<file path="config.mk">
export PLATFORM = sky130hd
export DESIGN_NAME = video_to_ram
export DESIGN_NICKNAME = d
export VERILOG_FILES = /design/src/hw/video_ram_pkg.sv /design/src/hw/burst_writer.sv /design/src/hw/line_capture.sv /design/src/hw/line_store.sv /design/src/hw/video_to_ram.sv
export SDC_FILE = /design/constraint.sdc
export NUM_CORES = 2
export LEC_CHECK = 0
export BUFFER_PORTS_ARGS = -buffer_cell sky130_fd_sc_hd__buf_2
export CAP_MARGIN = 20
export CORE_UTILIZATION = 49
export CTS_CLUSTER_DIAMETER = 50
export DETAILED_ROUTE_END_ITERATION = 16
export PLACE_DENSITY = 0.68
export SYNTH_ARGS = -nofsm -noshare
export SYNTH_HDL_FRONTEND = slang
export SYNTH_MEMORY_MAX_BITS = 65536
export SYNTH_SLANG_ARGS = --single-unit
</file>
<file path="constraint.sdc">
create_clock -name i_clk_100_bus -period 6.62 [get_ports i_clk_100_bus]
set_clock_uncertainty 0.05 [all_clocks]
set_input_delay 0.993 -clock i_clk_100_bus [delete_from_list [all_inputs] [get_ports i_clk_100_bus]]
set_output_delay 0.993 -clock i_clk_100_bus [all_outputs]
set_load 0.005 [all_outputs]
</file>
<file path="src/hw/video_ram_pkg.sv">
// Video to RAM shared types
package video_ram_pkg;

	//////////////////////////////////////////////////////////////////////
	// Default sizing, overridden from the top level
	//////////////////////////////////////////////////////////////////////

	// Pixels held per line bank
	localparam int unsigned DEF_PIXELS_PER_LINE = 64;
	// Words per memory burst
	localparam int unsigned DEF_BURST_LEN       = 16;
	// Line pitch in memory
	localparam int unsigned DEF_BYTES_PER_LINE  = 4096;
	// Frame start in memory
	localparam logic [31:0] DEF_BASE_ADDR       = 32'h0010_0000;
	// Bursts allowed in flight
	localparam int unsigned DEF_MAX_CREDITS     = 2;

	//////////////////////////////////////////////////////////////////////
	// Pixel types
	//////////////////////////////////////////////////////////////////////

	// Line index within the frame
	typedef logic [9:0] line_num_t;

	// One decoded pixel as kept in the line buffer
	typedef struct packed {
		logic [7:0] red;
		logic [7:0] green;
		logic [7:0] blue;
		logic [7:0] luma;
	} pixel_t;

	// Incoming pixel stream, one per valid cycle
	typedef struct packed {
		logic      valid;
		// Last pixel of the line
		logic      eol;
		line_num_t line_num;
		pixel_t    pix;
	} pix_in_t;

	//////////////////////////////////////////////////////////////////////
	// Output channels
	//////////////////////////////////////////////////////////////////////

	// Memory write beat
	typedef struct packed {
		logic        valid;
		// First beat of a burst, addr only meaningful here
		logic        first;
		logic [31:0] addr;
		logic [31:0] data;
	} mem_beat_t;

	// Luma side channel, aligned with the memory beats
	typedef struct packed {
		logic      valid;
		// First luma of the line
		logic      first;
		logic [7:0] luma;
		line_num_t line_num;
	} luma_out_t;

	// Write sequencing FSM
	typedef enum logic [2:0] {
		WR_INIT       = 3'd0,
		WR_START_LINE = 3'd1,
		WR_REQUEST    = 3'd2,
		WR_WRITE      = 3'd3,
		WR_COMPLETE   = 3'd4
	} wr_state_e;

endpackage

</file>
<file path="src/hw/burst_writer.sv">
// Line burst writer
`timescale 1ns/1ps

module burst_writer #(
	parameter int unsigned PIXELS_PER_LINE = video_ram_pkg::DEF_PIXELS_PER_LINE,
	parameter int unsigned BURST_LEN       = video_ram_pkg::DEF_BURST_LEN,
	parameter int unsigned BYTES_PER_LINE  = video_ram_pkg::DEF_BYTES_PER_LINE,
	parameter logic [31:0] BASE_ADDR       = video_ram_pkg::DEF_BASE_ADDR,
	parameter int unsigned MAX_CREDITS     = video_ram_pkg::DEF_MAX_CREDITS
) (
	input  logic                               i_clk_100_bus,
	input  logic                               i_rst,
	input  logic                               i_mem_ready,
	input  logic                               i_line_ready,
	input  video_ram_pkg::line_num_t           i_line_num,
	input  logic                               i_credit_return,
	input  video_ram_pkg::pixel_t              i_rd_pix,
	output logic                               o_line_take,
	output logic [$clog2(PIXELS_PER_LINE)-1:0] o_rd_addr,
	output video_ram_pkg::mem_beat_t           o_beat,
	output video_ram_pkg::luma_out_t           o_luma
);
	import video_ram_pkg::*;

	localparam int unsigned ADDR_W          = $clog2(PIXELS_PER_LINE);
	// BURST_LEN is a power of two dividing the line
	localparam int unsigned BEAT_W          = $clog2(BURST_LEN);
	localparam int unsigned BURSTS_PER_LINE = PIXELS_PER_LINE / BURST_LEN;
	localparam int unsigned BURST_CNT_W     = $clog2(BURSTS_PER_LINE + 1);
	localparam int unsigned CREDIT_W        = $clog2(MAX_CREDITS + 1);
	localparam logic [31:0] BYTES_PER_BURST = 32'(4 * BURST_LEN);

	wr_state_e              state_q;
	wr_state_e              state_d;
	logic [BURST_CNT_W-1:0] burst_cnt_q;
	logic [CREDIT_W-1:0]    credit_q;
	logic [ADDR_W-1:0]      rd_addr_q;
	logic [31:0]            addr_q;
	logic [31:0]            line_base;
	logic                   credit_take;
	logic                   last_beat;
	// Beat framing, one cycle behind the read address
	logic                   beat_valid_q;
	logic                   beat_first_q;
	logic                   luma_first_q;
	logic [31:0]            beat_addr_q;

	//////////////////////////////////////////////////////////////////////
	// Write sequencing FSM
	//////////////////////////////////////////////////////////////////////

	assign credit_take = (state_q == WR_REQUEST) && (credit_q != '0);
	assign last_beat   = (rd_addr_q[BEAT_W-1:0] == BEAT_W'(BURST_LEN - 1));
	assign o_line_take = (state_q == WR_START_LINE) && i_line_ready;

	always_comb
	begin
		state_d = state_q;
		case (state_q)
			// Hold until memory init is done
			WR_INIT:       if (i_mem_ready) state_d = WR_START_LINE;
			// Wait for a full line
			WR_START_LINE: if (i_line_ready) state_d = WR_REQUEST;
			// One credit per burst
			WR_REQUEST:    if (credit_take) state_d = WR_WRITE;
			WR_WRITE:      if (last_beat) state_d = WR_COMPLETE;
			WR_COMPLETE:
			begin
				if (burst_cnt_q == BURST_CNT_W'(BURSTS_PER_LINE))
					state_d = WR_START_LINE;
				else
					state_d = WR_REQUEST;
			end
			default:       state_d = WR_INIT;
		endcase
	end

	// Line base from the latched line number
	assign line_base = BASE_ADDR + 32'(BYTES_PER_LINE) * 32'(i_line_num);

	always_ff @(posedge i_clk_100_bus or posedge i_rst)
	begin
		if (i_rst)
		begin
			state_q      <= WR_INIT;
			burst_cnt_q  <= '0;
			credit_q     <= CREDIT_W'(MAX_CREDITS);
			rd_addr_q    <= '0;
			beat_valid_q <= 1'b0;
			beat_first_q <= 1'b0;
			luma_first_q <= 1'b0;
		end
		else
		begin
			state_q <= state_d;
			// Burst count per line
			if (state_q == WR_START_LINE)
				burst_cnt_q <= '0;
			else if (credit_take)
				burst_cnt_q <= burst_cnt_q + 1'b1;
			// Take and return together cancel out
			if (credit_take && !i_credit_return)
				credit_q <= credit_q - 1'b1;
			else if (!credit_take && i_credit_return)
				credit_q <= credit_q + 1'b1;
			// Pixel read address runs across bursts
			if (state_q == WR_START_LINE)
				rd_addr_q <= '0;
			else if (state_q == WR_WRITE)
				rd_addr_q <= rd_addr_q + 1'b1;
			beat_valid_q <= (state_q == WR_WRITE);
			beat_first_q <= (state_q == WR_WRITE) && (rd_addr_q[BEAT_W-1:0] == '0);
			luma_first_q <= (state_q == WR_WRITE) && (rd_addr_q == '0);
		end
	end

	// Burst address, reloaded at the head of each line
	always_ff @(posedge i_clk_100_bus)
	begin
		if (state_q == WR_REQUEST && burst_cnt_q == '0)
			addr_q <= line_base;
		else if (state_q == WR_COMPLETE)
			addr_q <= addr_q + BYTES_PER_BURST;
		beat_addr_q <= addr_q;
	end

	//////////////////////////////////////////////////////////////////////
	// Output packing
	//////////////////////////////////////////////////////////////////////

	assign o_rd_addr = rd_addr_q;

	always_comb
	begin
		o_beat.valid   = beat_valid_q;
		o_beat.first   = beat_first_q;
		o_beat.addr    = beat_addr_q;
		// Null byte, then RGB with two low bits dropped
		o_beat.data    = {8'h00, i_rd_pix.red[7:2], 2'b00, i_rd_pix.green[7:2], 2'b00,
			i_rd_pix.blue[7:2], 2'b00};
		o_luma.valid    = beat_valid_q;
		o_luma.first    = luma_first_q;
		o_luma.luma     = i_rd_pix.luma;
		o_luma.line_num = i_line_num;
	end

endmodule

</file>
<file path="src/hw/line_capture.sv">
// Ping-pong line capture
`timescale 1ns/1ps

module line_capture #(
	parameter int unsigned PIXELS_PER_LINE = video_ram_pkg::DEF_PIXELS_PER_LINE
) (
	input  logic                               i_clk_100_bus,
	input  logic                               i_rst,
	input  video_ram_pkg::pix_in_t             i_pix,
	input  logic                               i_line_take,
	output logic                               o_wr_en,
	output logic                               o_wr_bank,
	output logic [$clog2(PIXELS_PER_LINE)-1:0] o_wr_addr,
	output logic                               o_line_ready,
	output logic                               o_rd_bank,
	output video_ram_pkg::line_num_t           o_rd_line_num
);
	import video_ram_pkg::*;

	localparam int unsigned ADDR_W = $clog2(PIXELS_PER_LINE);

	// Write side position
	logic [ADDR_W-1:0] wr_addr_q;
	logic              wr_bank_q;
	// Hand-off to the writer
	logic              line_ready_q;
	logic              rd_bank_q;
	// Line number held by each bank
	line_num_t         bank_line_q [2];
	line_num_t         rd_line_num_q;
	logic              line_done;

	// Closing pixel of the current line
	assign line_done = i_pix.valid && i_pix.eol;

	//////////////////////////////////////////////////////////////////////
	// Write side
	//////////////////////////////////////////////////////////////////////

	always_ff @(posedge i_clk_100_bus or posedge i_rst)
	begin
		if (i_rst)
		begin
			wr_addr_q <= '0;
			wr_bank_q <= 1'b0;
		end
		else if (line_done)
		begin
			// New line starts at 0 in the other bank
			wr_addr_q <= '0;
			wr_bank_q <= ~wr_bank_q;
		end
		else if (i_pix.valid)
		begin
			wr_addr_q <= wr_addr_q + 1'b1;
		end
	end

	// Tag the finished bank with its line
	always_ff @(posedge i_clk_100_bus)
	begin
		if (line_done)
			bank_line_q[wr_bank_q] <= i_pix.line_num;
	end

	//////////////////////////////////////////////////////////////////////
	// Hand-off to the writer
	//////////////////////////////////////////////////////////////////////

	always_ff @(posedge i_clk_100_bus or posedge i_rst)
	begin
		if (i_rst)
		begin
			line_ready_q <= 1'b0;
			rd_bank_q    <= 1'b0;
		end
		else
		begin
			// A fresh eol wins over a take in the same cycle
			if (line_done)
				line_ready_q <= 1'b1;
			else if (i_line_take)
				line_ready_q <= 1'b0;
			// Most recently finished bank is the one not being written
			if (i_line_take)
				rd_bank_q <= ~wr_bank_q;
		end
	end

	always_ff @(posedge i_clk_100_bus)
	begin
		if (i_line_take)
			rd_line_num_q <= bank_line_q[~wr_bank_q];
	end

	assign o_wr_en       = i_pix.valid;
	assign o_wr_bank     = wr_bank_q;
	assign o_wr_addr     = wr_addr_q;
	assign o_line_ready  = line_ready_q;
	assign o_rd_bank     = rd_bank_q;
	assign o_rd_line_num = rd_line_num_q;

endmodule

</file>
<file path="src/hw/line_store.sv">
// Two-bank line buffer memory
`timescale 1ns/1ps

module line_store #(
	parameter int unsigned PIXELS_PER_LINE = video_ram_pkg::DEF_PIXELS_PER_LINE
) (
	input  logic                               i_clk_100_bus,
	// Capture side
	input  logic                               i_wr_en,
	input  logic                               i_wr_bank,
	input  logic [$clog2(PIXELS_PER_LINE)-1:0] i_wr_addr,
	input  video_ram_pkg::pixel_t              i_wr_pix,
	// Writer side
	input  logic                               i_rd_bank,
	input  logic [$clog2(PIXELS_PER_LINE)-1:0] i_rd_addr,
	output video_ram_pkg::pixel_t              o_rd_pix
);
	import video_ram_pkg::*;

	//////////////////////////////////////////////////////////////////////
	// Storage
	//////////////////////////////////////////////////////////////////////

	// Bank 0 and bank 1, one full line each
	pixel_t mem [2][PIXELS_PER_LINE];
	// Registered read data
	pixel_t rd_pix_q;

	// Capture writes one pixel per valid cycle
	always_ff @(posedge i_clk_100_bus)
	begin
		if (i_wr_en)
			mem[i_wr_bank][i_wr_addr] <= i_wr_pix;
	end

	// Read is always on, data one cycle after address
	always_ff @(posedge i_clk_100_bus)
	begin
		rd_pix_q <= mem[i_rd_bank][i_rd_addr];
	end

	// Banks never collide while the source keeps to one spare line
	assign o_rd_pix = rd_pix_q;

endmodule

</file>
<file path="src/hw/video_to_ram.sv">
// Video line to RAM top level
`timescale 1ns/1ps

module video_to_ram #(
	parameter int unsigned PIXELS_PER_LINE = video_ram_pkg::DEF_PIXELS_PER_LINE,
	parameter int unsigned BURST_LEN       = video_ram_pkg::DEF_BURST_LEN,
	parameter int unsigned BYTES_PER_LINE  = video_ram_pkg::DEF_BYTES_PER_LINE,
	parameter logic [31:0] BASE_ADDR       = video_ram_pkg::DEF_BASE_ADDR,
	parameter int unsigned MAX_CREDITS     = video_ram_pkg::DEF_MAX_CREDITS
) (
	input  logic                     i_clk_100_bus,
	input  logic                     i_rst,
	input  video_ram_pkg::pix_in_t   i_pix,
	input  logic                     i_mem_ready,
	input  logic                     i_credit_return,
	output video_ram_pkg::mem_beat_t o_beat,
	output video_ram_pkg::luma_out_t o_luma
);
	import video_ram_pkg::*;

	localparam int unsigned ADDR_W = $clog2(PIXELS_PER_LINE);

	// Capture to store
	logic              wr_en;
	logic              wr_bank;
	logic [ADDR_W-1:0] wr_addr;
	// Capture to writer
	logic              line_ready;
	logic              line_take;
	logic              rd_bank;
	line_num_t         rd_line_num;
	// Store to writer
	logic [ADDR_W-1:0] rd_addr;
	pixel_t            rd_pix;

	//////////////////////////////////////////////////////////////////////
	// Instances
	//////////////////////////////////////////////////////////////////////

	line_capture #(
		.PIXELS_PER_LINE (PIXELS_PER_LINE)
	) u_capture (
		.i_clk_100_bus (i_clk_100_bus),
		.i_rst         (i_rst),
		.i_pix         (i_pix),
		.i_line_take   (line_take),
		.o_wr_en       (wr_en),
		.o_wr_bank     (wr_bank),
		.o_wr_addr     (wr_addr),
		.o_line_ready  (line_ready),
		.o_rd_bank     (rd_bank),
		.o_rd_line_num (rd_line_num)
	);

	line_store #(
		.PIXELS_PER_LINE (PIXELS_PER_LINE)
	) u_store (
		.i_clk_100_bus (i_clk_100_bus),
		.i_wr_en       (wr_en),
		.i_wr_bank     (wr_bank),
		.i_wr_addr     (wr_addr),
		.i_wr_pix      (i_pix.pix),
		.i_rd_bank     (rd_bank),
		.i_rd_addr     (rd_addr),
		.o_rd_pix      (rd_pix)
	);

	// Bursts out of the read bank
	burst_writer #(
		.PIXELS_PER_LINE (PIXELS_PER_LINE),
		.BURST_LEN       (BURST_LEN),
		.BYTES_PER_LINE  (BYTES_PER_LINE),
		.BASE_ADDR       (BASE_ADDR),
		.MAX_CREDITS     (MAX_CREDITS)
	) u_writer (
		.i_clk_100_bus   (i_clk_100_bus),
		.i_rst           (i_rst),
		.i_mem_ready     (i_mem_ready),
		.i_line_ready    (line_ready),
		.i_line_num      (rd_line_num),
		.i_credit_return (i_credit_return),
		.i_rd_pix        (rd_pix),
		.o_line_take     (line_take),
		.o_rd_addr       (rd_addr),
		.o_beat          (o_beat),
		.o_luma          (o_luma)
	);

endmodule

</file>
==> run summary <==
final core utilization: 56.5%
HP Class: in -> async
core area: 0.268 sq mm
yosys warns: 0
setup TNS: 0 ns
TritonCTS Buffers: 379
DR vias: 66,900
post-synth cell types: 66
grt total ovfl: 0
Required @ worst endpoint: 7.37 ns
cell area power density: 402 mW/mm^2
Post-CTS Hold Buffers: 0
Final Power: 60.9 mW
Final Hold Viols: 0
vias in the first global route: 65,700
CTS resizes: 0
Crit path arrival time: 5.12 ns
die outline width: 522 um
Avg Cell Area, Syn: 22.2 sq um
initial core utilization: 49.4%
fillers: 19,200
main flop type after synthesis: edfxtp_1
Clock Tree Root: clkbuf_16
Post-CTS Setup Inserts: 0
drt total wl: 370,000 um
Max-cap violations: 0
critical setup path kind: reg -> reg
crit share post-route: 66.0%
Port Buffers: 107
RePlAce Congestion: 0.904
Tot GR Track Use: 27.2%
H-tree depth: 5
Residual DRC: 0
Setup-failing EPs final: 0
crit end category: register
synth top area cells: edfxtp_1 (77%), mux4_2 (14%), mux2i_1 (1.4%)
Sink Count: 3,462
cells after synthesis: 5,967
first-pass GRT wire length: 512,000 um
CTS tree: yes
largest net degree at the start of global routing: 129
Max Clk Rate: 229 MHz
DR iter-0 viols: 10,200
largest area contributor in the netlist: edfxtp_1
Peak VDD IR: 343 uV
Leakage Power: 48.2 nW
NumNets Final: 6,477
Yosys top cell area share: 76.7%
drt pass-1 iters: 7
status: complete, no violations
layout cells sized above 1: 29.4%
most common cell in the netlist: edfxtp_1
initial antenna violation count: 29
WL per Instance: 36.0 um
Top Ports: 134
multi-input logic area: 0.0281 sq mm
Longest Clk Path Bufs: 4
CP Launch Type: register
clock transition at the registers of the reported paths: 0.06 ns
unrepaired setup endpoints after global routing: false
Post-synth EDFFs: 3,384
Synth top cells by count: edfxtp_1 (3,384), mux4_2 (843), nand2_1 (253), nor2_1 (209), mux2i_1 (185)
register area: 0.103 sq mm
Slew @ Worst Pin: 1.37 ns
Netlist Area Pre-Place: 0.132 sq mm
P&R area growth vs syn: 14.5%
Tmin final: 4.37 ns
asr flop ratio synth: 0.751%
hpwl dp: 215,000 um
num rows: 190
crit-path max FO: 57
Slew HR: 8.37%
FF+latch count, synth: 3,462
DR vias/cell: 6.51
Die ar.: 0.272 sq mm
Die Y: 522 um
Final Max Tran Viols: 0
worst skew pair latency: 0.98 ns
DRT antenna net count: 0
sequential share of the synthesized area: 78.0%
[metal layers]
layer  wire length (um)  GRT usage [%]  vias up
met1             137000           36.9    35600
li1                   -              -    26100
met5                 79              0        -
met3              41700           6.46      775
met2             174000           42.3     4404
met4              17400           11.5       12
[state kept, by name, indices dropped and copies added (netlist names), 2 cells and up]
| register | count |
|---|---|
| u_writer.beat_addr_q | 26 |
| u_writer.state_q | 3 |
| u_writer.credit_q | 2 |
| u_capture.bank_line_q | 20 |
| u_store.o_rd_pix | 26 |
| u_writer.addr_q | 26 |
| u_capture.o_wr_addr | 6 |
| u_writer.burst_cnt_q | 3 |
| u_writer.o_rd_addr | 6 |
| u_capture.o_rd_line_num | 10 |
| u_store.mem | 3328 |
[final timing paths]
check / startpoint / to / slack (ns) / cells after the start
worst max register to register: u_capture.o_rd_bank / u_store.o_rd_pix[12] / 2.25 / 7
max in group asynchronous: i_rst / u_writer.o_rd_addr[3] / 6.08 / 3
worst max-delay path: u_capture.o_rd_bank / u_store.o_rd_pix[12] / 2.25 / 7
worst min register to register: u_writer.addr_q[23] / u_writer.beat_addr_q[23] / 0.37 / 0
min in group i_clk_100_bus: i_pix[32] / u_capture.bank_line_q[0][0] / 0.15 / 1
worst min-delay path: i_rst / u_writer.luma_first_q / 0.09 / 3
[cell type report]
| cell class | count | share of cell area (%) |
|---|---|---|
| Antenna cell | 11 | 0.0182 |
| Clock buffer | 448 | 6.58 |
| Clock inverter | 230 | 1.47 |
| Inverter | 16 | 0.0503 |
| Multi-Input combinational cell | 2170 | 18.5 |
| Sequential cell | 3462 | 68.1 |
| Tap cell | 3552 | 2.93 |
| Timing Repair Buffer | 392 | 2.31 |
[report_power, final]
group          leakage [nW]  internal (mW)  switching, mW
Clock                  5.97           12.2           8.54
Sequential             31.2           24.5          0.624
Combinational          11.0           6.13           8.90
[layout by cell type (no fill, tap or decap), drive strengths merged, types with 24 or more instances in the layout]
cell type,instances
edfxtp,3384
mux4,843
clkbuf,448
buf,392
nand2,253
nor2,209
mux2i,185
clkinv,154
a22oi,69
nand3,67
o21ai,66
a21oi,58
o22ai,53
dfxtp,52
inv,38
bufinv,37
a31oi,32
o221ai,30
and3,27
dfrtp,25
nor3,24
[stage by stage]
step / cell area (sq um) / worst slack (ns) / hold WS (ns) / instances
CTS: 151000 / 2.19 / 0.0470 / 10300
finish: 152000 / 2.25 / 0.0887 / 10300
global placement: 139000 / 2.08 / 0.342 / 9560
detailed placement: 139000 / 1.95 / 0.351 / 9576
floorplan: 133000 / 3.34 / 0.318 / 5986
global route: 152000 / 2.10 / 0.0797 / 10300
[worst max-delay path, stage by stage (launching register included)]
cell	delay [ns]
dfrtp_4	0.95
buf_12	0.45
buf_4	0.57
mux4_2	0.58
a22oi_1	0.32
a21oi_1	0.11
a2111oi_0	0.78
o31ai_1	0.17
[cells by family (layout without fill, tap and decap cells)]
kind of cell	Yosys count	after routing	synth area share, %
DFF	3462	3462	78.0
muxes	1049	1049	15.9
and+or+nand+nor	641	641	2.08
AOI/OAI and AO/OA	420	420	2.16
buffers and inverters	354	1086	1.57
xor gates and xnor gates	32	32	0.212
adders and majority gates	8	8	0.0756
other	1	31	0.00283
Note: power is estimated with default switching activity, not from simulation.
